==> config.mk <==
export PLATFORM = sky130hd
export DESIGN_NAME = miner_top
export DESIGN_NICKNAME = d
export VERILOG_FILES = /design/src/common/miner_pkg.sv /design/src/common/catch_if.sv /design/src/rope/angle_trig.sv /design/src/rope/rope_ctrl.sv /design/src/design/item_table.sv /design/src/design/catch_fifo.sv /design/src/design/score_keeper.sv /design/src/design/miner_top.sv
export SDC_FILE = /design/constraint.sdc
export NUM_CORES = 1
export LEC_CHECK = 0
export CAP_MARGIN = 20
export CORE_MARGIN = 2
export CORE_UTILIZATION = 30
export CTS_CLUSTER_SIZE = 10
export DETAILED_ROUTE_END_ITERATION = 8
export DONT_BUFFER_PORTS = 1
export GPL_ROUTABILITY_DRIVEN = 0
export GPL_TIMING_DRIVEN = 0
export SLEW_MARGIN = 25
export SYNTH_ARGS = -nofsm -noshare
export SYNTH_HDL_FRONTEND = slang
export SYNTH_SLANG_ARGS = --single-unit
==> constraint.sdc <==
create_clock -name clock -period 16.2 [get_ports clock]
set_input_delay 1.62 -clock clock [delete_from_list [all_inputs] [get_ports clock]]
set_output_delay 1.62 -clock clock [all_outputs]
set_load 0.05 [all_outputs]
==> src/common/miner_pkg.sv <==
`default_nettype none

package miner_pkg;

    // playfield geometry in pixels
    localparam int field_w     = 10;
    localparam int field_x_max = 320;
    localparam int field_y_max = 240;
    localparam int item_size   = 16;

    // rope limits, lengths in pixels and angles in degrees
    localparam int rope_min_len = 20;
    localparam int swing_lo     = 15;
    localparam int swing_hi     = 165;
    localparam int delta_len    = 5;

    // points per item kind
    localparam int score_stone   = 10;
    localparam int score_gold    = 20;
    localparam int score_diamond = 50;

    typedef logic [3:0] item_idx_t;

    typedef enum logic [1:0] {
        kind_stone   = 2'd0,
        kind_gold    = 2'd1,
        kind_diamond = 2'd2
    } item_kind_t;

    // top-left corner of the 16x16 box, plus state flags
    typedef struct packed {
        logic [field_w-1:0] x;
        logic [field_w-1:0] y;
        item_kind_t         kind;
        logic               visible;
        logic               taken;
    } item_t;

    typedef struct packed {
        item_idx_t  index;
        item_kind_t kind;
    } catch_t;

    function automatic logic [7:0] score_of(item_kind_t kind);
        case (kind)
            kind_gold:    return 8'(score_gold);
            kind_diamond: return 8'(score_diamond);
            default:      return 8'(score_stone);
        endcase
    endfunction

endpackage

`default_nettype wire

==> src/common/catch_if.sv <==
`timescale 1ns/1ps
`default_nettype none

interface catch_if (
    input wire clock
);

    // four-phase: req up, ack up, req down, ack down
    logic              req;
    logic              ack;
    miner_pkg::catch_t rec;

    modport producer (
        input  clock,
        input  ack,
        output req,
        output rec
    );

    modport buffer (
        input  clock,
        input  req,
        input  rec,
        output ack
    );

endinterface

`default_nettype wire

==> src/rope/angle_trig.sv <==
`timescale 1ns/1ps
`default_nettype none

module angle_trig (
    input  wire logic [miner_pkg::field_w-1:0] angle,
    output logic [8:0]                         sin_val,
    output logic [8:0]                         cos_val,
    output logic                               cos_neg
);

    // quarter-wave sine by whole degree, 256 is 1.0
    localparam logic [8:0] sin_tab [0:90] = '{
          0,   4,   9,  13,  18,  22,  27,  31,  36,  40,
         44,  49,  53,  58,  62,  66,  71,  75,  79,  83,
         88,  92,  96, 100, 104, 108, 112, 116, 120, 124,
        128, 132, 136, 139, 143, 147, 150, 154, 158, 161,
        165, 168, 171, 175, 178, 181, 184, 187, 190, 193,
        196, 199, 202, 204, 207, 210, 212, 215, 217, 219,
        222, 224, 226, 228, 230, 232, 234, 236, 237, 239,
        241, 242, 243, 245, 246, 247, 248, 249, 250, 251,
        252, 253, 254, 254, 255, 255, 255, 256, 256, 256,
        256
    };

    logic [6:0] fold;

    // mirror the second quadrant back onto the first
    always_comb begin
        if (angle >= 10'd180) begin
            fold = 7'd0;
        end else if (angle > 10'd90) begin
            fold = 7'(10'd180 - angle);
        end else begin
            fold = 7'(angle);
        end
    end

    assign sin_val = sin_tab[fold];
    assign cos_val = sin_tab[7'd90 - fold];
    assign cos_neg = (angle > 10'd90);

endmodule

`default_nettype wire

==> src/rope/rope_ctrl.sv <==
`timescale 1ns/1ps
`default_nettype none

module rope_ctrl #(
    parameter int frame_cycles = 833334
) (
    input  wire                                        clock,
    input  wire                                        resetn,
    input  wire                                        enable,
    input  wire                                        launch,
    input  wire logic [$bits(miner_pkg::item_idx_t):0] item_count,
    output miner_pkg::item_idx_t                       rd_index,
    input  wire miner_pkg::item_t                      rd_item,
    output logic                                       mark_en,
    output miner_pkg::item_idx_t                       mark_index,
    output logic                                       mark_hide,
    catch_if.producer                                  catch_out,
    output logic [miner_pkg::field_w-1:0]              angle,
    output logic [miner_pkg::field_w-1:0]              rope_len
);

    localparam int fw       = miner_pkg::field_w;
    localparam int idx_w    = $bits(miner_pkg::item_idx_t);
    localparam int cnt_w    = $clog2(frame_cycles + 1);
    localparam int origin_x = 160;
    localparam int origin_y = 45;

    localparam logic [fw-1:0] len_min  = fw'(miner_pkg::rope_min_len);
    localparam logic [fw-1:0] len_step = fw'(miner_pkg::delta_len);
    localparam logic [fw-1:0] ang_lo   = fw'(miner_pkg::swing_lo);
    localparam logic [fw-1:0] ang_hi   = fw'(miner_pkg::swing_hi);
    localparam logic [fw-1:0] ang_rest = fw'(90);

    typedef enum logic [3:0] {
        s_idle,
        s_swing_left,
        s_swing_right,
        s_launch_wait,
        s_extend,
        s_scan_start,
        s_scan_addr,
        s_scan_check,
        s_retract,
        s_hide,
        s_handoff,
        s_release
    } state_t;

    state_t               state;
    state_t               resume;
    logic [cnt_w-1:0]     frame_cnt;
    logic                 tick;
    logic                 was_right;
    logic                 carrying;
    logic                 req;
    miner_pkg::item_idx_t scan_idx;
    logic [idx_w:0]       next_idx;
    miner_pkg::catch_t    caught;
    logic [8:0]           sin_val;
    logic [8:0]           cos_val;
    logic                 cos_neg;
    logic [18:0]          dx_full;
    logic [18:0]          dy_full;
    logic signed [11:0]   dx;
    logic signed [11:0]   dy;
    logic signed [11:0]   tip_x;
    logic signed [11:0]   tip_y;
    logic signed [11:0]   item_x;
    logic signed [11:0]   item_y;
    logic                 out_of_field;
    logic                 hit;

    angle_trig u_trig (
        .angle   (angle),
        .sin_val (sin_val),
        .cos_val (cos_val),
        .cos_neg (cos_neg)
    );

    // frame tick, frozen while enable is low
    always_ff @(posedge clock) begin
        if (!resetn) begin
            frame_cnt <= '0;
        end else if (tick) begin
            frame_cnt <= '0;
        end else if (enable) begin
            frame_cnt <= frame_cnt + 1'b1;
        end
    end

    assign tick = enable && (frame_cnt == cnt_w'(frame_cycles - 1));

    // tip position from origin, length and angle
    assign dx_full = rope_len * cos_val;
    assign dy_full = rope_len * sin_val;
    assign dx      = {1'b0, dx_full[18:8]};
    assign dy      = {1'b0, dy_full[18:8]};
    assign tip_x   = cos_neg ? 12'(origin_x) - dx : 12'(origin_x) + dx;
    assign tip_y   = 12'(origin_y) + dy;

    assign out_of_field = (tip_x < 0) || (tip_x >= miner_pkg::field_x_max) ||
                          (tip_y >= miner_pkg::field_y_max);

    assign item_x = {2'b00, rd_item.x};
    assign item_y = {2'b00, rd_item.y};
    assign hit    = rd_item.visible && !rd_item.taken &&
                    (item_x < tip_x) && (tip_x <= item_x + miner_pkg::item_size) &&
                    (item_y < tip_y) && (tip_y <= item_y + miner_pkg::item_size);

    assign next_idx = {1'b0, scan_idx} + 1'b1;
    assign resume   = was_right ? s_swing_right : s_swing_left;

    always_ff @(posedge clock) begin
        if (!resetn) begin
            state     <= s_idle;
            angle     <= ang_rest;
            rope_len  <= len_min;
            was_right <= 1'b0;
            carrying  <= 1'b0;
            req       <= 1'b0;
            scan_idx  <= '0;
        end else begin
            case (state)
                s_idle: begin
                    if (enable) begin
                        state <= s_swing_left;
                    end
                end
                s_swing_left, s_swing_right: begin
                    if (launch) begin
                        was_right <= (state == s_swing_right);
                        state     <= s_launch_wait;
                    end else if (tick && state == s_swing_left) begin
                        if (angle == ang_lo) begin
                            angle <= angle + 1'b1;
                            state <= s_swing_right;
                        end else begin
                            angle <= angle - 1'b1;
                        end
                    end else if (tick) begin
                        if (angle == ang_hi) begin
                            angle <= angle - 1'b1;
                            state <= s_swing_left;
                        end else begin
                            angle <= angle + 1'b1;
                        end
                    end
                end
                s_launch_wait, s_extend: begin
                    if (tick) begin
                        rope_len <= rope_len + len_step;
                        state    <= s_scan_start;
                    end
                end
                s_scan_start: begin
                    scan_idx <= '0;
                    if (out_of_field) begin
                        state <= s_retract;
                    end else if (item_count == '0) begin
                        state <= s_extend;
                    end else begin
                        state <= s_scan_addr;
                    end
                end
                // table read data arrives one cycle after the address
                s_scan_addr: begin
                    state <= s_scan_check;
                end
                s_scan_check: begin
                    if (hit) begin
                        caught.index <= scan_idx;
                        caught.kind  <= rd_item.kind;
                        carrying     <= 1'b1;
                        state        <= s_retract;
                    end else if (next_idx >= item_count) begin
                        state <= s_extend;
                    end else begin
                        scan_idx <= next_idx[idx_w-1:0];
                        state    <= s_scan_addr;
                    end
                end
                s_retract: begin
                    if (tick && rope_len <= len_min + len_step) begin
                        rope_len <= len_min;
                        state    <= carrying ? s_hide : resume;
                    end else if (tick) begin
                        rope_len <= rope_len - len_step;
                    end
                end
                s_hide: begin
                    req   <= 1'b1;
                    state <= s_handoff;
                end
                // stalls here while the FIFO is full
                s_handoff: begin
                    if (catch_out.ack) begin
                        req   <= 1'b0;
                        state <= s_release;
                    end
                end
                s_release: begin
                    if (!catch_out.ack) begin
                        carrying <= 1'b0;
                        state    <= resume;
                    end
                end
                default: begin
                    state <= s_idle;
                end
            endcase
        end
    end

    assign rd_index   = scan_idx;
    assign mark_en    = (state == s_scan_check && hit) || (state == s_hide);
    assign mark_hide  = (state == s_hide);
    assign mark_index = (state == s_hide) ? caught.index : scan_idx;

    assign catch_out.req = req;
    assign catch_out.rec = caught;

endmodule

`default_nettype wire

==> src/design/item_table.sv <==
`timescale 1ns/1ps
`default_nettype none

module item_table (
    input  wire                        clock,
    input  wire                        resetn,
    input  wire                        load_en,
    input  wire miner_pkg::item_idx_t  load_index,
    input  wire miner_pkg::item_t      load_item,
    input  wire miner_pkg::item_idx_t  rd_index,
    output miner_pkg::item_t           rd_item,
    input  wire                        mark_en,
    input  wire miner_pkg::item_idx_t  mark_index,
    input  wire                        mark_hide
);

    miner_pkg::item_t mem [16];

    // only the visible flags are cleared, positions stay as loaded
    always_ff @(posedge clock) begin
        if (!resetn) begin
            for (int i = 0; i < 16; i++) begin
                mem[i].visible <= 1'b0;
            end
        end else begin
            if (load_en) begin
                mem[load_index] <= load_item;
            end
            if (mark_en && mark_hide) begin
                mem[mark_index].visible <= 1'b0;
            end else if (mark_en) begin
                mem[mark_index].taken <= 1'b1;
            end
        end
    end

    always_ff @(posedge clock) begin
        rd_item <= mem[rd_index];
    end

endmodule

`default_nettype wire

==> src/design/catch_fifo.sv <==
`timescale 1ns/1ps
`default_nettype none

module catch_fifo #(
    parameter type payload_t = miner_pkg::catch_t,
    parameter int  depth     = 4
) (
    input  wire     clock,
    input  wire     resetn,
    catch_if.buffer in_port,
    output logic    out_valid,
    output payload_t out_data,
    input  wire     out_ready
);

    localparam int ptr_w = (depth > 1) ? $clog2(depth) : 1;

    payload_t         mem [depth];
    logic [ptr_w-1:0] wr_ptr;
    logic [ptr_w-1:0] rd_ptr;
    logic [ptr_w:0]   fill;
    logic             ack;
    logic             full;
    logic             push;
    logic             pop;

    assign full = (fill == depth);

    // a new record is taken only while ack is low, so one req stores once
    assign push = in_port.req && !ack && !full;
    assign pop  = out_valid && out_ready;

    always_ff @(posedge clock) begin
        if (!resetn) begin
            wr_ptr <= '0;
            rd_ptr <= '0;
            fill   <= '0;
            ack    <= 1'b0;
        end else begin
            if (push) begin
                wr_ptr <= (wr_ptr == ptr_w'(depth - 1)) ? '0 : wr_ptr + 1'b1;
                ack    <= 1'b1;
            end else if (ack && !in_port.req) begin
                ack <= 1'b0;
            end
            if (pop) begin
                rd_ptr <= (rd_ptr == ptr_w'(depth - 1)) ? '0 : rd_ptr + 1'b1;
            end
            if (push && !pop) begin
                fill <= fill + 1'b1;
            end else if (pop && !push) begin
                fill <= fill - 1'b1;
            end
        end
    end

    always_ff @(posedge clock) begin
        if (push) begin
            mem[wr_ptr] <= in_port.rec;
        end
    end

    assign in_port.ack = ack;
    assign out_valid   = (fill != '0);
    assign out_data    = mem[rd_ptr];

endmodule

`default_nettype wire

==> src/design/score_keeper.sv <==
`timescale 1ns/1ps
`default_nettype none

module score_keeper (
    input  wire                     clock,
    input  wire                     resetn,
    input  wire                     pause,
    input  wire                     in_valid,
    input  wire miner_pkg::catch_t  in_data,
    output logic                    in_ready,
    output logic [15:0]             score,
    output logic [7:0]              catch_count
);

    // pause stalls the queue behind us
    assign in_ready = !pause;

    always_ff @(posedge clock) begin
        if (!resetn) begin
            score       <= '0;
            catch_count <= '0;
        end else if (in_valid && in_ready) begin
            score       <= score + 16'(miner_pkg::score_of(in_data.kind));
            catch_count <= catch_count + 1'b1;
        end
    end

endmodule

`default_nettype wire

==> src/design/miner_top.sv <==
`timescale 1ns/1ps
`default_nettype none

module miner_top #(
    parameter int frame_cycles = 8
) (
    input  wire                                        clock,
    input  wire                                        resetn,
    input  wire                                        enable,
    input  wire                                        launch,
    input  wire                                        load_en,
    input  wire miner_pkg::item_idx_t                  load_index,
    input  wire miner_pkg::item_t                      load_item,
    input  wire logic [$bits(miner_pkg::item_idx_t):0] item_count,
    input  wire                                        pause,
    output logic [miner_pkg::field_w-1:0]              angle,
    output logic [miner_pkg::field_w-1:0]              rope_len,
    output logic [15:0]                                score,
    output logic [7:0]                                 catch_count,
    output logic                                       item_visible
);

    localparam int catch_depth = 4;

    miner_pkg::item_idx_t rope_rd_index;
    miner_pkg::item_idx_t tab_rd_index;
    miner_pkg::item_t     tab_rd_item;
    logic                 mark_en;
    miner_pkg::item_idx_t mark_index;
    logic                 mark_hide;
    logic                 fifo_valid;
    miner_pkg::catch_t    fifo_data;
    logic                 score_ready;

    catch_if u_catch_if (
        .clock (clock)
    );

    // the rope only scans once it has left the top, so at rest the
    // load index can borrow the read port for visibility checks
    assign tab_rd_index = (rope_len == miner_pkg::rope_min_len) ? load_index : rope_rd_index;
    assign item_visible = tab_rd_item.visible;

    item_table u_items (
        .clock      (clock),
        .resetn     (resetn),
        .load_en    (load_en),
        .load_index (load_index),
        .load_item  (load_item),
        .rd_index   (tab_rd_index),
        .rd_item    (tab_rd_item),
        .mark_en    (mark_en),
        .mark_index (mark_index),
        .mark_hide  (mark_hide)
    );

    rope_ctrl #(
        .frame_cycles (frame_cycles)
    ) u_rope (
        .clock      (clock),
        .resetn     (resetn),
        .enable     (enable),
        .launch     (launch),
        .item_count (item_count),
        .rd_index   (rope_rd_index),
        .rd_item    (tab_rd_item),
        .mark_en    (mark_en),
        .mark_index (mark_index),
        .mark_hide  (mark_hide),
        .catch_out  (u_catch_if.producer),
        .angle      (angle),
        .rope_len   (rope_len)
    );

    catch_fifo #(
        .payload_t (miner_pkg::catch_t),
        .depth     (catch_depth)
    ) u_fifo (
        .clock     (clock),
        .resetn    (resetn),
        .in_port   (u_catch_if.buffer),
        .out_valid (fifo_valid),
        .out_data  (fifo_data),
        .out_ready (score_ready)
    );

    score_keeper u_score (
        .clock       (clock),
        .resetn      (resetn),
        .pause       (pause),
        .in_valid    (fifo_valid),
        .in_data     (fifo_data),
        .in_ready    (score_ready),
        .score       (score),
        .catch_count (catch_count)
    );

endmodule

`default_nettype wire

==> flow_metrics.py, run 1 <==
metrics = {
    "worst_setup_path": {
        "path_max_fanout": 13,
        "cp.required_ns": 16.57,
        "max_stage_delay_ns": 0.76,
        "cpMaxStageDelayCell": "a21oi_1",
        "worstSetupPathType": "flop to flop",
        "worst_path_most_repeated_cell": "inv_1",
        "end_kind": "flop",
        "startpoint_type": "flop",
        "arrival_ns": 15.49,
    },
    "detailed_routing": {
        "first_pass_iters": 5,
        "wirelength_um": 89000,
        "wl_per_cell_um": 20.5,
        "drtIter0Drc": 1968,
        "route.detailed.drc": 0,
        "vias_per_cell": 5.29,
        "dr_total_vias": 22969,
        "ant_nets": 0,
    },
    "logic_synthesis": {
        "yosysSeqAreaShare_pct": 43.4,
        "ys_warn_count": 0,
        "ys_types": 107,
        "avgSynthCellArea_um2": 11.0,
        "synth_fp_nets": 3147,
        "ys_async_sr_fraction_pct": 0,
        "syn-instance-count": 2829,
        "synth-edff-count": 366,
        "ys_ff_latch": 490,
        "synthesis.area_mm2": 0.0310,
        "synthFlopType": "edfxtp_1",
    },
    "global_routing": {
        "grt_pass1_wl_um": 136000,
        "grt_usage_pct": 16.5,
        "grt_pass1_vias": 22345,
        "antenna_found_initial": 4,
        "grt.overflow.total": 0,
        "grt_start_max_net_pins": 18,
    },
    "pwr": {
        "power.density_mw_per_mm2": 85.0,
        "power.leakage_uw": 0.0129,
        "vdd_ir_drop_max_mv": 0.0863,
        "power_uw": 2990,
    },
    "finish": {
        "area_growth_pct": 13.5,
        "layout.nets": 3241,
        "drive_gt1_share_pct": 11.3,
    },
    "die": {
        "io_pins": 84,
        "start_util_pct": 30.4,
        "die_w_um": 326,
        "die_area_mm2": 0.106,
        "fp.coreArea_mm2": 0.102,
        "num_rows": 117,
        "die_y_um": 326,
    },
    "sta": {
        "tightest_slew_ns": 1.09,
        "drv_slew": 0,
        "rsz0062_at_grt": "false",
        "fin_crit_sh_pct": 93.3,
        "slew_headroom_pct": 27.1,
        "period_needed_ns": 15.12,
        "hold_viol": 0,
        "setup_viol": 0,
        "setup_tns_ns": 0,
        "fin_skew_ns": 0.0659,
        "fmaxAchievable_ghz": 0.0661,
    },
    "worst_hold_path": {
        "hp-class": "flop to flop",
    },
    "cts": {
        "insertion_delay_ns": 0.66,
        "cts_hold_buf": 0,
        "cts_tree": "done",
        "cts.sinks": 490,
        "clk_pin_slew_worst_paths_ns": 0.06,
        "cts_buffers": 58,
        "cts_root_buffer": "clkbuf_16",
        "cts_buffer_depth": 3,
        "cts_max_level": 2,
    },
    "outcome": {
        "status": "finished clean",
    },
    "placed_design": {
        "hpwl_um": 65500,
        "portBuffers": 0,
    },
    "job": {
        "cap_violations": 0,
    },
}
## cell usage after synthesis, drive strengths merged, types with 19 or more instances
| cell type | instances | area share, % |
|---|---|---|
| edfxtp | 366 | 35 |
| nand2 | 304 | 3.7 |
| inv | 207 | 2.5 |
| nor2 | 174 | 2.1 |
| ha | 165 | 6.7 |
| a21oi | 152 | 2.5 |
| dfxtp | 124 | 8.0 |
| o21ai | 122 | 2.0 |
| fa | 114 | 7.4 |
| clkbuf | 111 | 1.3 |
| and2 | 104 | 2.1 |
| mux4 | 100 | 7.3 |
| nand3 | 66 | 1.1 |
| a211oi | 56 | 1.4 |
| a31oi | 56 | 1.1 |
| nor3 | 52 | 0.91 |
| xnor2 | 45 | 1.3 |
| mux2i | 42 | 1.4 |
| xor2 | 40 | 1.1 |
| buf | 39 | 0.63 |
| nand2b | 27 | 0.54 |
| nand4 | 27 | 0.54 |
| o211ai | 24 | 0.58 |
| o21a | 22 | 0.53 |
| or3 | 22 | 0.44 |
| nor2b | 19 | 0.38 |
## timing repair
| item | in CTS | in global routing |
|---|---|---|
| gates resized for setup | 0 | 6 |
| buffers inserted | 0 | 2 |
| endpoints found under the setup margin | 0 | 30 |
## metal layers
metal  routed length (um)  global-route usage, %  vias to the layer above
met2                40200                   25.8                      838
met3                 7120                   3.61                      136
met1                38900                   22.7                    11437
li1                     -                      -                    10556
met4                 2710                   5.25                        2
met5                   11                      0                        -
## metrics by stage
step | worst slack [ns] | hold slack [ns] | utilization (%) | std cells | instance area, um2
3_3_place_gp | 0.540 | 0.392 | 32.0 | 4197 | 32700
2_1_floorplan | 3.65 | 0.386 | - | 2829 | 31000
4_1_cts | 0.418 | 0.348 | 34.4 | 4337 | 35100
6_report | 1.08 | 0.362 | 34.4 | 4345 | 35200
3_5_place_dp | 0.453 | 0.401 | 32.6 | 4228 | 33400
5_1_grt | 0.000391 | 0.398 | 34.4 | 4340 | 35200
## path summary, 6_finish.rpt
path / startpoint / endpoint / slack (ns) / cells after the start
hold / removal: u_items.rd_item[3] / u_rope.catch_out.rec[1] / 0.36 / 0
hold reg to reg: u_items.rd_item[3] / u_rope.catch_out.rec[1] / 0.36 / 0
setup reg to reg: u_rope.angle[0] / u_rope.catch_out.rec[0] / 1.08 / 52
setup / recovery: u_rope.angle[0] / u_rope.catch_out.rec[0] / 1.08 / 52
## worst max-delay path, delay by kind of cell, from the launching register on
family / cells / cell delay [ns]
muxes: 1 / 0.24
adders and majority gates: 8 / 3.43
AOI/OAI and AO/OA: 18 / 5.15
and+or+nand+nor: 12 / 2.65
buffers and inverters: 13 / 2.72
DFF: 1 / 0.62
## state kept, by name, indices dropped and copies added (netlist names), 2 cells and up, named ones only
signal                cells
u_items.mem             384
u_items.rd_item          24
u_score.score            15
u_rope.angle             10
u_rope.rope_len          10
u_fifo.mem                8
u_score.catch_count       8
u_rope.catch_out.rec      6
u_rope.frame_cnt          4
u_rope.rd_index           4
u_rope.state              4
u_fifo.fill               3
u_fifo.rd_ptr             2
u_fifo.wr_ptr             2
## layout make-up
type / count / area, um2
fillers: 10323 / 67000
multi-input cells: 1978 / 16300
flip-flops and latches: 490 / 13500
well taps: 1368 / 1710
clock buffers: 100 / 1640
inverters: 211 / 792
plain buffers: 150 / 627
repair buffers: 34 / 495
clock inverters: 9 / 130
diodes: 5 / 12.5
## report_power, final
| part | switching, uW | internal, uW |
|---|---|---|
| clock | 520 | 702 |
| combinational | 201 | 127 |
| sequential | 52.8 | 1390 |
## logic make-up (layout without fill, tap and decap cells)
logic type | count (synthesis) | count (layout) | synth area share (%)
muxes | 149 | 149 | 8.89
buffers and inverters | 361 | 504 | 4.53
and+or+nand+nor | 883 | 883 | 14.0
other | 1 | 6 | 0.0121
adders and majority gates | 279 | 279 | 14.0
DFF | 490 | 490 | 43.4
AOI/OAI and AO/OA | 581 | 581 | 12.6
xor gates and xnor gates | 85 | 85 | 2.47
## cell usage in the layout (no fill, tap or decap), types with 14 or more instances in the layout
cell type    n
a211oi_1    52
a21o_1      16
a21oi_1    147
a31oi_1     55
and2_1      99
and3_1      16
buf_2       24
buf_4       19
clkbuf_1   145
clkbuf_16   58
dfxtp_1    123
edfxtp_1   366
fa_1       114
ha_1       165
inv_1      204
mux2i_1     41
mux4_2     100
nand2_1    298
nand2b_1    27
nand3_1     66
nand4_1     27
nor2_1     158
nor2b_1     19
nor3_1      42
nor4_1      14
o211ai_1    24
o21a_1      22
o21ai_0     98
o21ai_1     23
or3_1       22
xnor2_1     42
xor2_1      40
No activity file was read; power rests on OpenSTA's default activity.
==> run 2, diff against run 1 <==
--- a/config.mk
+++ b/config.mk
@@ -7,12 +7,11 @@
 export LEC_CHECK = 0
 export CAP_MARGIN = 20
 export CORE_MARGIN = 2
-export CORE_UTILIZATION = 30
+export CORE_UTILIZATION = 50
 export CTS_CLUSTER_SIZE = 10
 export DETAILED_ROUTE_END_ITERATION = 8
 export DONT_BUFFER_PORTS = 1
 export GPL_ROUTABILITY_DRIVEN = 0
-export GPL_TIMING_DRIVEN = 0
 export SLEW_MARGIN = 25
 export SYNTH_ARGS = -nofsm -noshare
 export SYNTH_HDL_FRONTEND = slang
==> flow_metrics.py, run 2 (same netlist as run 1, synthesis figures left out) <==
metrics = {
    "cts": {
        "insertion_delay_ns": 0.62,
        "cts_max_level": 2,
        "clk_pin_slew_worst_paths_ns": 0.06,
        "cts_hold_buf": 0,
        "cts_setup_buffers": 0,
        "cts_buffers": 56,
        "cts_buffer_depth": 3,
        "cts_root_buffer": "clkbuf_16",
        "cts.sinks": 490,
        "cts_resized": 0,
        "cts_tree": "done",
    },
    "sta": {
        "fin_skew_ns": 0.0517,
        "drv_slew": 0,
        "setup_viol": 0,
        "period_needed_ns": 14.49,
        "holdWs_ns": 0.475,
        "rsz0062_at_grt": "false",
        "tightest_slew_ns": 1.07,
        "slew_headroom_pct": 28.2,
        "fmaxAchievable_ghz": 0.0690,
        "setup_tns_ns": 0,
        "fin_crit_sh_pct": 89.5,
        "hold_viol": 0,
    },
    "pwr": {
        "power.leakage_uw": 0.0126,
        "power.density_mw_per_mm2": 85.5,
        "vdd_ir_drop_max_mv": 0.0988,
    },
    "detailed_routing": {
        "wirelength_um": 80600,
        "dr_total_vias": 22334,
        "drtIter0Drc": 1935,
        "first_pass_iters": 7,
        "wl_per_cell_um": 22.2,
        "vias_per_cell": 6.15,
        "route.detailed.drc": 0,
        "ant_nets": 0,
    },
    "worst_setup_path": {
        "end_kind": "flop",
        "r2r_setup_slack_ns": 1.71,
        "critPathLaunch": "u_rope.angle[2]",
        "crit_end": "u_items.mem[14][0]",
        "startpoint_type": "flop",
        "worst_path_most_repeated_cell": "inv_1",
        "cp.required_ns": 16.74,
        "cpMaxStageDelayCell": "dfxtp_1",
        "worstSetupPathType": "flop to flop",
        "max_stage_delay_ns": 0.98,
        "path_max_fanout": 20,
        "arrival_ns": 15.04,
        "r2r_end": "u_items.mem[14][0]",
        "reg2reg_from": "u_rope.angle[2]",
        "r2r.worst_path.cells": 44,
    },
    "job": {
        "cap_violations": 0,
    },
    "finish": {
        "mostFrequentLayoutCells": "edfxtp_1 (366), nand2_1 (298), inv_1 (204)",
        "final-seq-area_mm2": 0.0135,
        "multi_input_area_mm2": 0.0164,
        "postLayoutCellArea_mm2": 0.0339,
        "final_common_cell": "edfxtp_1",
        "area_growth_pct": 9.35,
        "largest-register": "u_items.mem",
        "top_regs": "u_items.mem: 384 flops, u_items.rd_item: 24 flops, u_score.score: 15 flops",
        "drive_gt1_share_pct": 10.8,
        "largest_reg_flops": 384,
        "layout.nets": 3113,
        "fillers": 5210,
    },
    "die": {
        "io_pins": 84,
        "die_area_mm2": 0.0640,
        "num_rows": 91,
        "fp.coreArea_mm2": 0.0615,
        "die_w_um": 253,
        "start_util_pct": 50.4,
        "die_y_um": 253,
    },
    "global_routing": {
        "grt.overflow.total": 0,
        "grt_usage_pct": 25.5,
        "grt_start_max_net_pins": 97,
        "grt_pass1_wl_um": 127000,
        "grt_pass1_vias": 22394,
        "antenna_found_initial": 1,
    },
    "worst_hold_path": {
        "hp-class": "flop to flop",
        "hold_start": "u_rope.catch_out.req",
    },
    "outcome": {
        "status": "finished clean",
    },
    "placed_design": {
        "place_area_mm2": 0.0322,
        "portBuffers": 0,
        "hpwl_um": 55800,
    },
}
## run 2: changes by cell type in the layout (fill, tap and decap cells not counted), moves of 7 or more
cell	previous run	this run
buf_1	7	0
clkbuf_1	145	43
buf_4	19	45
buf_2	24	0
clkbuf_2	9	0
## run 2: layout make-up
type                            count  share of cell area (%)
Sequential cell                   490                    39.7
Tap cell                          790                    2.91
Clock buffer                      100                    4.65
Clock inverter                      6                   0.288
Antenna cell                        1                 0.00738
Timing Repair Buffer               58                    1.87
Multi-Input combinational cell   1978                    48.2
Inverter                          211                    2.34
## run 2: worst min path at each step
stage | cells after the start | to | slack [ns]
after global routing | 0 | u_rope.catch_out.rec[1] | 0.49
after floorplan | 0 | u_rope.catch_out.rec[0] | 0.39
after detailed placement | 0 | u_rope.catch_out.rec[1] | 0.46
final | 1 | u_fifo.in_port.ack | 0.47
after global placement | 0 | u_rope.catch_out.rec[1] | 0.45
after CTS | 0 | u_rope.catch_out.rec[1] | 0.47
## run 2: layer usage
layer / GRT usage, % / routed length [um]
met1: 33.4 / 34200
met2: 43.4 / 39200
met3: 4.44 / 5180
met4: 7.49 / 2060
met5: 0 / 0
## run 2: stage by stage
| step | total power, uW | utilization (%) | setup WS, ns | cells |
|---|---|---|---|---|
| after floorplan | 1690 | - | 3.65 | 2829 |
| after global placement | 1770 | 51.9 | 2.34 | 3515 |
| after detailed placement | 1770 | 52.4 | 1.90 | 3527 |
| after CTS | 2930 | 55.1 | 1.89 | 3633 |
| after global routing | 3020 | 55.2 | 0.451 | 3633 |
| final | 2900 | 55.2 | 1.71 | 3634 |
## run 2: worst max-delay path, delay by kind of cell, from the launching register on
| family | cells | cell delay (ns) |
|---|---|---|
| flops | 1 | 0.98 |
| compound gates | 16 | 4.64 |
| simple gates | 13 | 3.73 |
| fa+ha+maj | 8 | 4.03 |
| buf+inv | 6 | 0.78 |
| mux | 1 | 0.27 |
## run 2: power by group
part	switching [uW]	internal (uW)
sequential	67.6	1390
clock	494	658
combinational	165	124
